File: src/hdl/sw_pkg.sv
package sw_pkg;

	// Nucleotide codes A=0 C=1 G=2 T=3
	localparam int BASE_W = 2;

	// Scores and penalties share one unsigned width
	localparam int SCORE_W = 12;

	// Cells in the array, also the longest query
	localparam int PE_COUNT = 8;
	localparam int PE_IDX_W = 4;

	// Tracker pipeline depth after the final step
	localparam int FLUSH_LEN = 2;

	typedef logic [BASE_W-1:0] base_t;
	typedef logic [SCORE_W-1:0] score_t;
	typedef logic [PE_COUNT-1:0] pe_mask_t;

	typedef enum logic [2:0] {
		IDLE  = 3'd0,
		LOAD  = 3'd1,
		RUN   = 3'd2,
		DRAIN = 3'd3,
		FLUSH = 3'd4,
		DONE  = 3'd5
	} ctrl_state_t;

endpackage
File: src/hdl/sw_top.sv
`timescale 1ns/10ps

module sw_top (
	input  logic           clk,
	input  logic           rst_n,
	input  sw_pkg::score_t i_match,
	input  sw_pkg::score_t i_mismatch,
	input  sw_pkg::score_t i_gap_open,
	input  sw_pkg::score_t i_gap_extend,
	input  logic           i_q_req,
	input  sw_pkg::base_t  i_q_base,
	input  logic           i_q_last,
	input  logic           i_t_req,
	input  sw_pkg::base_t  i_t_base,
	input  logic           i_t_last,
	output logic           o_q_ack,
	output logic           o_t_ack,
	output logic           o_done,
	output sw_pkg::score_t o_score
);
	import sw_pkg::*;

	logic q_push, q_clear, step, step_valid, max_clear, h_valid;
	base_t step_base;
	pe_mask_t pe_en;
	logic [PE_IDX_W-1:0] q_len;
	base_t [PE_COUNT-1:0] q_bases;
	score_t [PE_COUNT-1:0] h_all;
	score_t job_match, job_mismatch, job_open, job_extend;

	sw_array_ctrl u_ctrl (
		.clk          (clk),
		.rst_n        (rst_n),
		.i_q_req      (i_q_req),
		.i_q_last     (i_q_last),
		.i_t_req      (i_t_req),
		.i_t_base     (i_t_base),
		.i_t_last     (i_t_last),
		.i_q_len      (q_len),
		.o_q_ack      (o_q_ack),
		.o_t_ack      (o_t_ack),
		.o_q_push     (q_push),
		.o_q_clear    (q_clear),
		.o_step       (step),
		.o_step_valid (step_valid),
		.o_t_base     (step_base),
		.o_pe_en      (pe_en),
		.o_max_clear  (max_clear),
		.o_done       (o_done)
	);

	sw_query_loader u_loader (
		.clk          (clk),
		.rst_n        (rst_n),
		.i_clear      (q_clear),
		.i_push       (q_push),
		.i_base       (i_q_base),
		.i_match      (i_match),
		.i_mismatch   (i_mismatch),
		.i_gap_open   (i_gap_open),
		.i_gap_extend (i_gap_extend),
		.o_q_bases    (q_bases),
		.o_q_len      (q_len),
		.o_match      (job_match),
		.o_mismatch   (job_mismatch),
		.o_gap_open   (job_open),
		.o_gap_extend (job_extend)
	);

	sw_cell_array u_array (
		.clk          (clk),
		.rst_n        (rst_n),
		.i_step       (step),
		.i_valid      (step_valid),
		.i_t_base     (step_base),
		.i_pe_en      (pe_en),
		.i_q_bases    (q_bases),
		.i_match      (job_match),
		.i_mismatch   (job_mismatch),
		.i_gap_open   (job_open),
		.i_gap_extend (job_extend),
		.i_clear      (max_clear),
		.o_h_all      (h_all),
		.o_h_valid    (h_valid)
	);

	sw_max_tracker u_max (
		.clk     (clk),
		.rst_n   (rst_n),
		.i_clear (max_clear),
		.i_valid (h_valid),
		.i_h_all (h_all),
		.o_best  (o_score)
	);

endmodule

File: src/hdl/sw_array_ctrl.sv
`timescale 1ns/10ps

module sw_array_ctrl (
	input  logic                          clk,
	input  logic                          rst_n,
	input  logic                          i_q_req,
	input  logic                          i_q_last,
	input  logic                          i_t_req,
	input  sw_pkg::base_t                 i_t_base,
	input  logic                          i_t_last,
	input  logic [sw_pkg::PE_IDX_W-1:0]   i_q_len,
	output logic                          o_q_ack,
	output logic                          o_t_ack,
	output logic                          o_q_push,
	output logic                          o_q_clear,
	output logic                          o_step,
	output logic                          o_step_valid,
	output sw_pkg::base_t                 o_t_base,
	output sw_pkg::pe_mask_t              o_pe_en,
	output logic                          o_max_clear,
	output logic                          o_done
);
	import sw_pkg::*;

	ctrl_state_t state;
	logic [PE_IDX_W-1:0] cnt;
	logic t_last_seen;
	logic q_accept, t_accept, q_full;
	pe_mask_t len_mask;
	base_t t_base_r;

	// A new req is taken only while ack is low
	assign q_accept = i_q_req & ~o_q_ack & (state == IDLE || state == LOAD);
	assign t_accept = i_t_req & ~o_t_ack & (state == RUN) & ~t_last_seen;
	assign q_full   = i_q_last | (i_q_len == PE_IDX_W'(PE_COUNT - 1));

	assign o_q_push    = q_accept;
	assign o_max_clear = q_accept & (state == IDLE);
	assign o_q_clear   = (state == DONE);

	// Cells past the query length stay out of the score
	always_comb begin
		for (int i = 0; i < PE_COUNT; i++) begin
			len_mask[i] = (PE_IDX_W'(i) < i_q_len);
		end
	end

	always_ff @(posedge clk or negedge rst_n) begin
		if (!rst_n) begin
			state        <= IDLE;
			cnt          <= '0;
			t_last_seen  <= 1'b0;
			o_q_ack      <= 1'b0;
			o_t_ack      <= 1'b0;
			o_step       <= 1'b0;
			o_step_valid <= 1'b0;
			o_pe_en      <= '0;
			o_done       <= 1'b0;
		end else begin
			if (q_accept) begin
				o_q_ack <= 1'b1;
			end else if (!i_q_req) begin
				o_q_ack <= 1'b0;
			end
			if (t_accept) begin
				o_t_ack <= 1'b1;
			end else if (!i_t_req) begin
				o_t_ack <= 1'b0;
			end
			// Drain steps carry no valid target
			o_step       <= t_accept | (state == DRAIN);
			o_step_valid <= t_accept;
			o_pe_en      <= len_mask;
			o_done       <= (state == DONE);

			case (state)
				IDLE, LOAD: begin
					t_last_seen <= 1'b0;
					if (q_accept) begin
						state <= q_full ? RUN : LOAD;
					end
				end
				RUN: begin
					if (t_accept && i_t_last) begin
						t_last_seen <= 1'b1;
					end
					// Drain starts as the last target ack falls
					if (t_last_seen && o_t_ack && !i_t_req) begin
						state <= DRAIN;
						cnt   <= '0;
					end
				end
				DRAIN: begin
					cnt <= cnt + 1'b1;
					if (cnt == PE_IDX_W'(PE_COUNT - 2)) begin
						state <= FLUSH;
						cnt   <= '0;
					end
				end
				FLUSH: begin
					cnt <= cnt + 1'b1;
					if (cnt == PE_IDX_W'(FLUSH_LEN - 1)) begin
						state <= DONE;
						cnt   <= '0;
					end
				end
				DONE: begin
					state <= IDLE;
				end
				default: begin
					state <= IDLE;
				end
			endcase
		end
	end

	always_ff @(posedge clk) begin
		if (t_accept) begin
			t_base_r <= i_t_base;
		end
	end

	assign o_t_base = t_base_r;

endmodule

File: src/hdl/sw_max_tracker.sv
`timescale 1ns/10ps

module sw_max_tracker (
	input  logic                                  clk,
	input  logic                                  rst_n,
	input  logic                                  i_clear,
	input  logic                                  i_valid,
	input  sw_pkg::score_t [sw_pkg::PE_COUNT-1:0] i_h_all,
	output sw_pkg::score_t                        o_best
);
	import sw_pkg::*;

	score_t [PE_COUNT/2-1:0] pair_r;
	logic pair_v;
	score_t stage2_max;
	score_t best_r;

	// Stage one takes pairwise maxima
	always_ff @(posedge clk) begin
		if (i_valid) begin
			for (int k = 0; k < PE_COUNT / 2; k++) begin
				pair_r[k] <= (i_h_all[2*k] > i_h_all[2*k+1]) ? i_h_all[2*k] : i_h_all[2*k+1];
			end
		end
	end

	always_comb begin
		stage2_max = pair_r[0];
		for (int k = 1; k < PE_COUNT / 2; k++) begin
			if (pair_r[k] > stage2_max) begin
				stage2_max = pair_r[k];
			end
		end
	end

	// Stage two folds into the running best
	always_ff @(posedge clk or negedge rst_n) begin
		if (!rst_n) begin
			pair_v <= 1'b0;
			best_r <= '0;
		end else begin
			pair_v <= i_valid & ~i_clear;
			if (i_clear) begin
				best_r <= '0;
			end else if (pair_v && stage2_max > best_r) begin
				best_r <= stage2_max;
			end
		end
	end

	assign o_best = best_r;

endmodule

File: src/hdl/sw_query_loader.sv
`timescale 1ns/10ps

module sw_query_loader (
	input  logic                                  clk,
	input  logic                                  rst_n,
	input  logic                                  i_clear,
	input  logic                                  i_push,
	input  sw_pkg::base_t                         i_base,
	input  sw_pkg::score_t                        i_match,
	input  sw_pkg::score_t                        i_mismatch,
	input  sw_pkg::score_t                        i_gap_open,
	input  sw_pkg::score_t                        i_gap_extend,
	output sw_pkg::base_t  [sw_pkg::PE_COUNT-1:0] o_q_bases,
	output logic           [sw_pkg::PE_IDX_W-1:0] o_q_len,
	output sw_pkg::score_t                        o_match,
	output sw_pkg::score_t                        o_mismatch,
	output sw_pkg::score_t                        o_gap_open,
	output sw_pkg::score_t                        o_gap_extend
);
	import sw_pkg::*;

	base_t [PE_COUNT-1:0] q_bases;
	logic [PE_IDX_W-1:0] q_len;
	score_t match_r, mismatch_r, open_r, extend_r;

	always_ff @(posedge clk or negedge rst_n) begin
		if (!rst_n) begin
			q_len <= '0;
		end else if (i_clear) begin
			q_len <= '0;
		end else if (i_push) begin
			q_len <= q_len + 1'b1;
		end
	end

	always_ff @(posedge clk) begin
		if (i_push) begin
			q_bases[q_len[PE_IDX_W-2:0]] <= i_base;
			// Scoring is frozen at the first base of a job
			if (q_len == '0) begin
				match_r    <= i_match;
				mismatch_r <= i_mismatch;
				open_r     <= i_gap_open;
				extend_r   <= i_gap_extend;
			end
		end
	end

	assign o_q_bases    = q_bases;
	assign o_q_len      = q_len;
	assign o_match      = match_r;
	assign o_mismatch   = mismatch_r;
	assign o_gap_open   = open_r;
	assign o_gap_extend = extend_r;

endmodule

File: src/hdl/sw_cell_array.sv
`timescale 1ns/10ps

module sw_cell_array (
	input  logic                                   clk,
	input  logic                                   rst_n,
	input  logic                                   i_step,
	input  logic                                   i_valid,
	input  sw_pkg::base_t                          i_t_base,
	input  sw_pkg::pe_mask_t                       i_pe_en,
	input  sw_pkg::base_t  [sw_pkg::PE_COUNT-1:0]  i_q_bases,
	input  sw_pkg::score_t                         i_match,
	input  sw_pkg::score_t                         i_mismatch,
	input  sw_pkg::score_t                         i_gap_open,
	input  sw_pkg::score_t                         i_gap_extend,
	input  logic                                   i_clear,
	output sw_pkg::score_t [sw_pkg::PE_COUNT-1:0]  o_h_all,
	output logic                                   o_h_valid
);
	import sw_pkg::*;

	// Index 0 is the array input, index g+1 the output of cell g
	base_t  [PE_COUNT:0] t_chain;
	logic   [PE_COUNT:0] v_chain;
	score_t [PE_COUNT:0] h_chain;
	score_t [PE_COUNT:0] f_chain;
	score_t [PE_COUNT:0] d_chain;
	logic step_q;

	assign t_chain[0] = i_t_base;
	assign v_chain[0] = i_valid;
	assign h_chain[0] = '0;
	assign f_chain[0] = '0;
	assign d_chain[0] = '0;

	for (genvar g = 0; g < PE_COUNT; g++) begin : g_cell
		sw_cell u_cell (
			.clk          (clk),
			.rst_n        (rst_n),
			.i_step       (i_step),
			.i_valid      (v_chain[g]),
			.i_en         (i_pe_en[g]),
			.i_q_base     (i_q_bases[g]),
			.i_t_base     (t_chain[g]),
			.i_h_left     (h_chain[g]),
			.i_h_diag     (d_chain[g]),
			.i_f_left     (f_chain[g]),
			.i_match      (i_match),
			.i_mismatch   (i_mismatch),
			.i_gap_open   (i_gap_open),
			.i_gap_extend (i_gap_extend),
			.o_t_base     (t_chain[g+1]),
			.o_valid      (v_chain[g+1]),
			.o_h          (h_chain[g+1]),
			.o_f          (f_chain[g+1]),
			.o_h_diag     (d_chain[g+1])
		);
		assign o_h_all[g] = h_chain[g+1];
	end

	// Marks the cycle right after a step, when cell outputs are fresh
	always_ff @(posedge clk or negedge rst_n) begin
		if (!rst_n) begin
			step_q <= 1'b0;
		end else begin
			step_q <= i_step & ~i_clear;
		end
	end

	assign o_h_valid = step_q & (|v_chain[PE_COUNT:1]);

endmodule

File: src/hdl/sw_cell.sv
`timescale 1ns/10ps

module sw_cell (
	input  logic           clk,
	input  logic           rst_n,
	input  logic           i_step,
	input  logic           i_valid,
	input  logic           i_en,
	input  sw_pkg::base_t  i_q_base,
	input  sw_pkg::base_t  i_t_base,
	input  sw_pkg::score_t i_h_left,
	input  sw_pkg::score_t i_h_diag,
	input  sw_pkg::score_t i_f_left,
	input  sw_pkg::score_t i_match,
	input  sw_pkg::score_t i_mismatch,
	input  sw_pkg::score_t i_gap_open,
	input  sw_pkg::score_t i_gap_extend,
	output sw_pkg::base_t  o_t_base,
	output logic           o_valid,
	output sw_pkg::score_t o_h,
	output sw_pkg::score_t o_f,
	output sw_pkg::score_t o_h_diag
);
	import sw_pkg::*;

	score_t h_r, e_r, f_r, diag_r;
	score_t e_new, f_new, s_diag, h_new;
	base_t t_r;
	logic valid_r;

	// Subtraction that stops at zero
	function automatic score_t sat_sub(input score_t a, input score_t b);
		return (a > b) ? score_t'(a - b) : '0;
	endfunction

	function automatic score_t max2(input score_t a, input score_t b);
		return (a > b) ? a : b;
	endfunction

	always_comb begin
		// E runs along the target, F comes down from the left cell
		e_new = max2(sat_sub(h_r, i_gap_open), sat_sub(e_r, i_gap_extend));
		f_new = max2(sat_sub(i_h_left, i_gap_open), sat_sub(i_f_left, i_gap_extend));
		if (i_q_base == i_t_base) begin
			s_diag = i_h_diag + i_match;
		end else begin
			s_diag = sat_sub(i_h_diag, i_mismatch);
		end
		h_new = max2(max2(e_new, f_new), s_diag);
	end

	always_ff @(posedge clk or negedge rst_n) begin
		if (!rst_n) begin
			h_r     <= '0;
			e_r     <= '0;
			f_r     <= '0;
			diag_r  <= '0;
			valid_r <= 1'b0;
		end else if (i_step) begin
			valid_r <= i_valid;
			diag_r  <= h_r;
			if (i_valid) begin
				h_r <= h_new;
				e_r <= e_new;
				f_r <= f_new;
			end else begin
				// Empty step leaves the cell ready for column zero
				h_r <= '0;
				e_r <= '0;
				f_r <= '0;
			end
		end
	end

	always_ff @(posedge clk) begin
		if (i_step) begin
			t_r <= i_t_base;
		end
	end

	assign o_t_base = t_r;
	assign o_valid  = valid_r;
	assign o_h      = i_en ? h_r : '0;
	assign o_f      = f_r;
	assign o_h_diag = diag_r;

endmodule

File: config.mk
export PLATFORM = sky130hd
export DESIGN_NAME = sw_top
export DESIGN_NICKNAME = d
export VERILOG_FILES = /design/src/hdl/sw_pkg.sv /design/src/hdl/sw_top.sv /design/src/hdl/sw_array_ctrl.sv /design/src/hdl/sw_max_tracker.sv /design/src/hdl/sw_query_loader.sv /design/src/hdl/sw_cell_array.sv /design/src/hdl/sw_cell.sv
export SDC_FILE = /design/constraint.sdc
export NUM_CORES = 2
export LEC_CHECK = 0
export ABC_AREA = 0
export BUFFER_PORTS_ARGS = -buffer_cell sky130_fd_sc_hd__buf_2
export CAP_MARGIN = 10
export CORE_UTILIZATION = 50
export DETAILED_ROUTE_END_ITERATION = 8
export GPL_ROUTABILITY_DRIVEN = 0
export PLACE_DENSITY_LB_ADDON = 0.2
export SLEW_MARGIN = 15
export SYNTH_ARGS = -nofsm -noshare
export SYNTH_HDL_FRONTEND = slang
export SYNTH_HIERARCHICAL = 1
export SYNTH_SLANG_ARGS = --single-unit
File: constraint.sdc
create_clock -name clk -period 14.7 [get_ports clk]
set_input_delay 1.47 -clock clk [delete_from_list [all_inputs] [get_ports clk]]
set_output_delay 1.47 -clock clk [all_outputs]
set_load 0.01 [all_outputs]
======== After elaboration in Yosys (flattened, before gate mapping) ========
Cells that the tools add are included.
word-level totals
  input bits .............................. 58
  flip-flop bits (word level) ............. 535
  word-level logic and storage cells ...... 412
  output and inout bits ................... 15
operators by class
  bitwise operators ....................... 15
  $lt $le $gt $ge ......................... 90
  mux-type cells .......................... 141
  $add $sub $neg .......................... 49
  equality and inequality tests ........... 23
  reductions and logical operators ........ 19
operators by type and width
  cell                                                                             count
  12-bit 2-to-1 mux                                                                120
  12-bit greater-than comparator                                                   77
  12-bit subtractor                                                                37
  12-bit adder                                                                     7
  1-bit by 12-bit greater-than comparator with 1-bit output, first input constant  3
  1-bit by 12-bit subtractor with 12-bit output, first input constant              3
  4-bit 2-to-1 mux                                                                 5
  16-bit bitwise mux                                                               1
  2-bit equality test                                                              8
  3-bit by 4-bit less-than comparator with 1-bit output, first input constant      4
  3-bit 2-to-1 mux                                                                 4
  3-bit one-hot mux with 4 select lines                                            1
  4-bit one-hot mux with 3 select lines                                            1
  1-bit AND                                                                        9
  4-bit by 1-bit adder with 4-bit output, second input constant                    2
  4-bit by 3-bit equality test with 1-bit output, second input constant            2
  1-bit by 4-bit less-than comparator with 1-bit output, first input constant      2
  2-bit by 4-bit less-than comparator with 1-bit output, first input constant      2
  2-bit by 1-bit != test with 1-bit output, second input constant                  4
  8-bit OR reduction                                                               1
  2-bit demux with 3-bit select                                                    1
  3-bit by 2-bit equality test with 1-bit output, second input constant            2
  3-bit equality test, second input constant                                       2
  2-bit != test, second input constant                                             3
  other kinds (19)                                                                 36

======== Longest topological paths before layout ========
  depth in word-level cells ............... 10
  mapped depth ............................ 40
  gate-level depth less buffers ........... 36

======== Hierarchy ========
Netlist, hierarchy kept.
by module, submodules not included
  module                                  sequential area each (µm²)  area each (µm²)  cells each  times used
  sw_cell (u_array.g_cell[3].u_cell ...)  1286.2                      7743.7           963         2
  sw_cell (u_array.g_cell[0].u_cell ...)  1286.2                      7632.3           933         2
  sw_cell (u_array.g_cell[6].u_cell ...)  1286.2                      7604.8           953         2
  sw_cell (u_array.g_cell[5].u_cell)      1286.2                      7629.8           912         1
  sw_cell (u_array.g_cell[1].u_cell)      1286.2                      7546.0           921         1
  sw_max_tracker                          1766.7                      5541.6           556         1
  sw_query_loader                         2021.9                      2220.9           97          1
  sw_array_ctrl                           585.6                       1129.8           103         1
  sw_cell_array                           25.0                        55.1             6           1

======== Least setup slack after synthesis ========
Ideal clock, no wire load.
  path kind ............................... register to register
  from .................................... register u_loader.extend_r[1] (netlist: u_loader/o_gap_extend[1])
  to ...................................... register u_array.g_cell[2].u_cell.h_r[10]
  setup slack ............................. 6.556 ns
  arrival ................................. 8.057 ns
  stages on the path, launching flop included .. 31
  setup time .............................. 0.087 ns
  buffers on the path ..................... 2
  cell sequence ........................... edfxtp_1 > inv_1 > ha_1 > nor2b_1 > o31ai_2 > a21oi_1 > a41o_1 > a2111oi_0 > nand2_1 > ha_1 > a21oi_1 > o21ai_0 > a2111oi_0 > a21oi_1 > clkbuf_8 > or4b_1 > a21boi_0 > ha_1 > a21o_1 > a21o_1 > a211oi_1 > a21o_1 > buf_2 > mux2_2 > ha_1 > nand4_1 > or2_2 > a31oi_1 > nand2_1 > or4b_1 > o211ai_1
on the way
  word-level cells in the longest chain between the ends .. 9
RTL lines
  item                                                                 RTL line               source
  start, declared                                                      sw_query_loader.sv:24  score_t match_r, mismatch_r, open_r, extend_r;
  start signal, assigned                                               sw_query_loader.sv:44  extend_r <= i_gap_extend;
  12-bit subtractor or 12-bit greater-than comparator (tied branches)  sw_cell.sv:33          return (a > b) ? score_t'(a - b) : '0;
  12-bit 2-to-1 mux                                                    sw_cell.sv:33
  12-bit greater-than comparator                                       sw_cell.sv:37          return (a > b) ? a : b;
  12-bit 2-to-1 mux                                                    sw_cell.sv:37
  12-bit greater-than comparator                                       sw_cell.sv:37
  12-bit 2-to-1 mux (*)                                                sw_cell.sv:37
  12-bit greater-than comparator                                       sw_cell.sv:37
  12-bit 2-to-1 mux (*)                                                sw_cell.sv:37
  12-bit 2-to-1 mux (*)                                                sw_cell.sv:62          if (i_valid) begin
  end signal, assigned                                                 sw_cell.sv:63          h_r <= h_new;
  end, declared                                                        sw_cell.sv:26          score_t h_r, e_r, f_r, diag_r;
Mark *: on every way between the ends. The rest lies on a longest branch, timed or not.
A chain may end at the register's enable or synchronous reset.

======== Final worst setup path ========
  from .................................... register u_loader.extend_r[9] (netlist: u_loader/o_gap_extend[9])
  to ...................................... register u_array.g_cell[3].u_cell.h_r[3]
on the way
  word-level cells in the longest chain between the ends .. 9
RTL lines
  item                                                                 RTL line
  12-bit subtractor or 12-bit greater-than comparator (tied branches)  sw_cell.sv:33
  12-bit 2-to-1 mux                                                    sw_cell.sv:33
  12-bit greater-than comparator                                       sw_cell.sv:37
  12-bit 2-to-1 mux                                                    sw_cell.sv:37
  12-bit greater-than comparator                                       sw_cell.sv:37
  12-bit 2-to-1 mux (*)                                                sw_cell.sv:37
  12-bit greater-than comparator                                       sw_cell.sv:37
  12-bit 2-to-1 mux (*)                                                sw_cell.sv:37
  12-bit 2-to-1 mux (*)                                                sw_cell.sv:62
  end signal, assigned                                                 sw_cell.sv:63
  end, declared                                                        sw_cell.sv:26
Marks and branches as above.

==> results.py <==
metrics = {
    "global_route": {
        "met1_usage_pct": 49.45,
        "grt_remaining_overflow": 0,
        "globalRouteMet3Util_pct": 7.581,
        "grt_pass1_wl_um": 375900,
        "busiest_layer": "met1",
        "grt_pass1_vias": 61451,
        "track_usage_pct": 34.74,
        "grt_max_degree": 102,
        "antenna_found_initial": 12,
        "met2_usage_pct": 49.05,
    },
    "clock_network": {
        "cts_sinks": 535,
        "clockBufferDepth": 3,
        "cts_hold_buf": 0,
        "cts_root_buf": "clkbuf_16",
        "cts_tree": "yes",
        "ctsResizeCount": 0,
        "clk_pin_slew_ns": 0.06,
        "cts_buffers": 71,
        "ctsHtreeMaxLevel": 3,
        "clk-insertion-delay-late_ns": 0.70,
        "post_cts_buffers": 0,
    },
    "route": {
        "routed_wl_um": 251300,
        "via_count": 67009,
        "drtIter0Drc": 7855,
        "drtAntennaViolNets": 0,
        "wire_per_inst_um": 24.83,
        "firstDrtPassIters": 8,
        "via_per_inst": 6.620,
        "post-route-drc-count": 0,
    },
    "pwr": {
        "power.leakage_nw": 35.07,
        "comb_power_share_pct": 52.8,
        "p_clk_share_pct": 22.3,
        "switchingPower_mw": 3.916,
        "ir_drop_mv": 0.1966,
        "power.density_nw_per_um2": 115.8,
        "p_seq_share_pct": 24.9,
        "p_sw_share_pct": 45.68,
        "internal_power_mw": 4.657,
    },
    "sta": {
        "fin_tns_setup_ns": 0,
        "setup_viol": 0,
        "final.min_clock_period_ns": 10.28,
        "fin_ws_ns": 4.417,
        "hold_viol": 0,
        "slew_headroom_pct": 15.63,
        "drv_slew": 0,
        "finClkSkew_ns": 0.03352,
        "clock.fmax_mhz": 97.24,
        "worst_pin_slew_ns": 1.265,
        "rsz0062_at_grt": "false",
        "fin_crit_sh_pct": 69.95,
    },
    "floorplan": {
        "initial_core_util_pct": 50.38,
        "die_w_um": 374.0,
        "num_rows": 136,
        "die_area_sq_um": 139900,
        "pin_count": 73,
        "core_area_sq_um": 137300,
        "die-height_um": 374.0,
    },
    "worst_hold_path": {
        "hold_class": "reg -> reg",
        "hp-start": "u_ctrl/o_t_base[1]$_DFFE_PP_",
    },
    "setup_path": {
        "setup.worst_path.start": "u_loader/o_gap_extend[9]$_DFFE_PP_",
        "critPathMaxStageDelay_ns": 1.19,
        "startpoint_type": "flop",
        "cp_slowest_cell": "edfxtp_1",
        "reg2reg_from": "u_loader/o_gap_extend[9]$_DFFE_PP_",
        "critPathMaxFanout": 14,
        "cp_common_cell": "a21oi_1",
        "worstSetupPathType": "reg -> reg",
        "critical_path.endpoint_type": "flop",
        "crit_arrival_ns": 10.91,
        "required_ns": 15.33,
    },
    "layout": {
        "design_area_sq_um": 74010,
        "fin_cells": 10122,
        "layout-drive-gt1-share_pct": 7.977,
        "fin_util_pct": 53.89,
        "fin_nets": 9422,
        "area_growth_pct": 6.979,
    },
    "placement": {
        "dpl.cell_count": 9987,
        "dp_hpwl_um": 196600,
        "numPortBuffers": 72,
        "post-place-ws_ns": 4.831,
        "placed_area_sq_um": 71480,
    },
    "run_status": {
        "status": "finished, final reports clean",
    },
    "synthesis": {
        "synthCells": 8242,
        "avgSynthCellArea_sq_um": 8.394,
        "yosys_warnings": 6,
        "syn_area_sq_um": 69180,
    },
    "job": {
        "cap_violations": 0,
    },
}
cell type report:
| type | count | area, sq um |
|---|---|---|
| diodes | 4 | 10.01 |
| clock buffers | 95 | 2019 |
| clock inverters | 36 | 495.5 |
| fillers | 12671 | 63310 |
| inverters | 723 | 2714 |
| multi-input cells | 6783 | 51490 |
| flip-flops and latches | 535 | 14030 |
| well taps | 1794 | 2245 |
| repair buffers | 152 | 1003 |
placed cells by master, fill, tap and decap left out, types with 38 or more instances in the layout:
cell,count
ha_1,1050
inv_1,721
a21oi_1,566
nor2_1,520
nand2_1,478
dfrtp_1,406
o21ai_0,299
nand3_1,238
xnor2_1,217
nand4_1,208
and2_1,201
a21o_1,186
nor3_1,162
o21a_1,161
o2bb2ai_1,160
mux2_2,156
nor2b_1,137
xor2_1,129
edfxtp_1,128
a211oi_1,112
o211ai_1,101
mux2i_1,101
and3_1,92
a31oi_1,91
nand2b_1,87
buf_4,78
clkbuf_16,73
or3_1,72
buf_2,71
a22oi_1,66
o31ai_1,63
o31a_1,52
conb_1,52
a22o_1,52
fa_1,48
o21bai_1,47
or2_2,44
nor4_1,42
a221o_1,39
nand3b_1,38
routing by layer:
layer	vias up	routed length, um
li1	30972	-
met1	32154	109200
met2	3310	100200
met3	565	27830
met4	8	14050
met5	-	55
state kept, by name, indices dropped and copies added, names as in the netlist, 14 cells and up:
register	cells
u_array/g_cell.u_cell/e_r	96
u_array/g_cell.u_cell/h_r	96
u_array/g_cell.u_cell/o_f	84
u_array/g_cell.u_cell/o_h_diag	84
u_array/g_cell.u_cell/o_t_base	14
u_loader/o_q_bases	16
u_max/pair_r	48
power by group through the flow:
stage / combinational, mW / sequential, mW / clock [mW]
6_report: 4.53 / 2.13 / 1.91
3_3_place_gp: 4.29 / 2.13 / 0
3_5_place_dp: 4.38 / 2.14 / 0
2_1_floorplan: 3.41 / 1.94 / 0
5_1_grt: 4.96 / 2.14 / 1.98
4_1_cts: 4.41 / 2.11 / 1.93
stage by stage:
stage | total power, mW | hold WS (ns)
2_1_floorplan | 5.356 | 0.4476
6_report | 8.573 | 0.4791
4_1_cts | 8.450 | 0.4735
5_1_grt | 9.081 | 0.4769
3_3_place_gp | 6.423 | 0.4546
3_5_place_dp | 6.512 | 0.4585
critical path: cells and delay by family, from the launching register on:
family / cells / cell delay, ns
AO/OA/AOI/OAI: 15 / 4.70
AND/OR/NAND/NOR: 8 / 1.83
adder cells (fa/ha/maj): 4 / 1.54
flip-flops: 1 / 1.19
buffers and inverters: 3 / 0.94
final timing paths:
check,end,depth (start not counted),slack (ns)
max in group asynchronous,u_array/g_cell[5].u_cell/o_f[10]$_DFFE_PN0P_,4,11.06
hold / removal,u_array/g_cell[0].u_cell/o_t_base[1]$_DFFE_PP_,0,0.48
setup reg to reg,u_array/g_cell[3].u_cell/h_r[3]$_DFFE_PN0P_,30,4.42
setup / recovery,u_array/g_cell[3].u_cell/h_r[3]$_DFFE_PN0P_,30,4.42
min in group asynchronous,u_array/g_cell[2].u_cell/e_r[8]$_DFFE_PN0P_,1,0.75
hold reg to reg,u_array/g_cell[0].u_cell/o_t_base[1]$_DFFE_PP_,0,0.48
No activity file was read; power rests on OpenSTA's default activity.
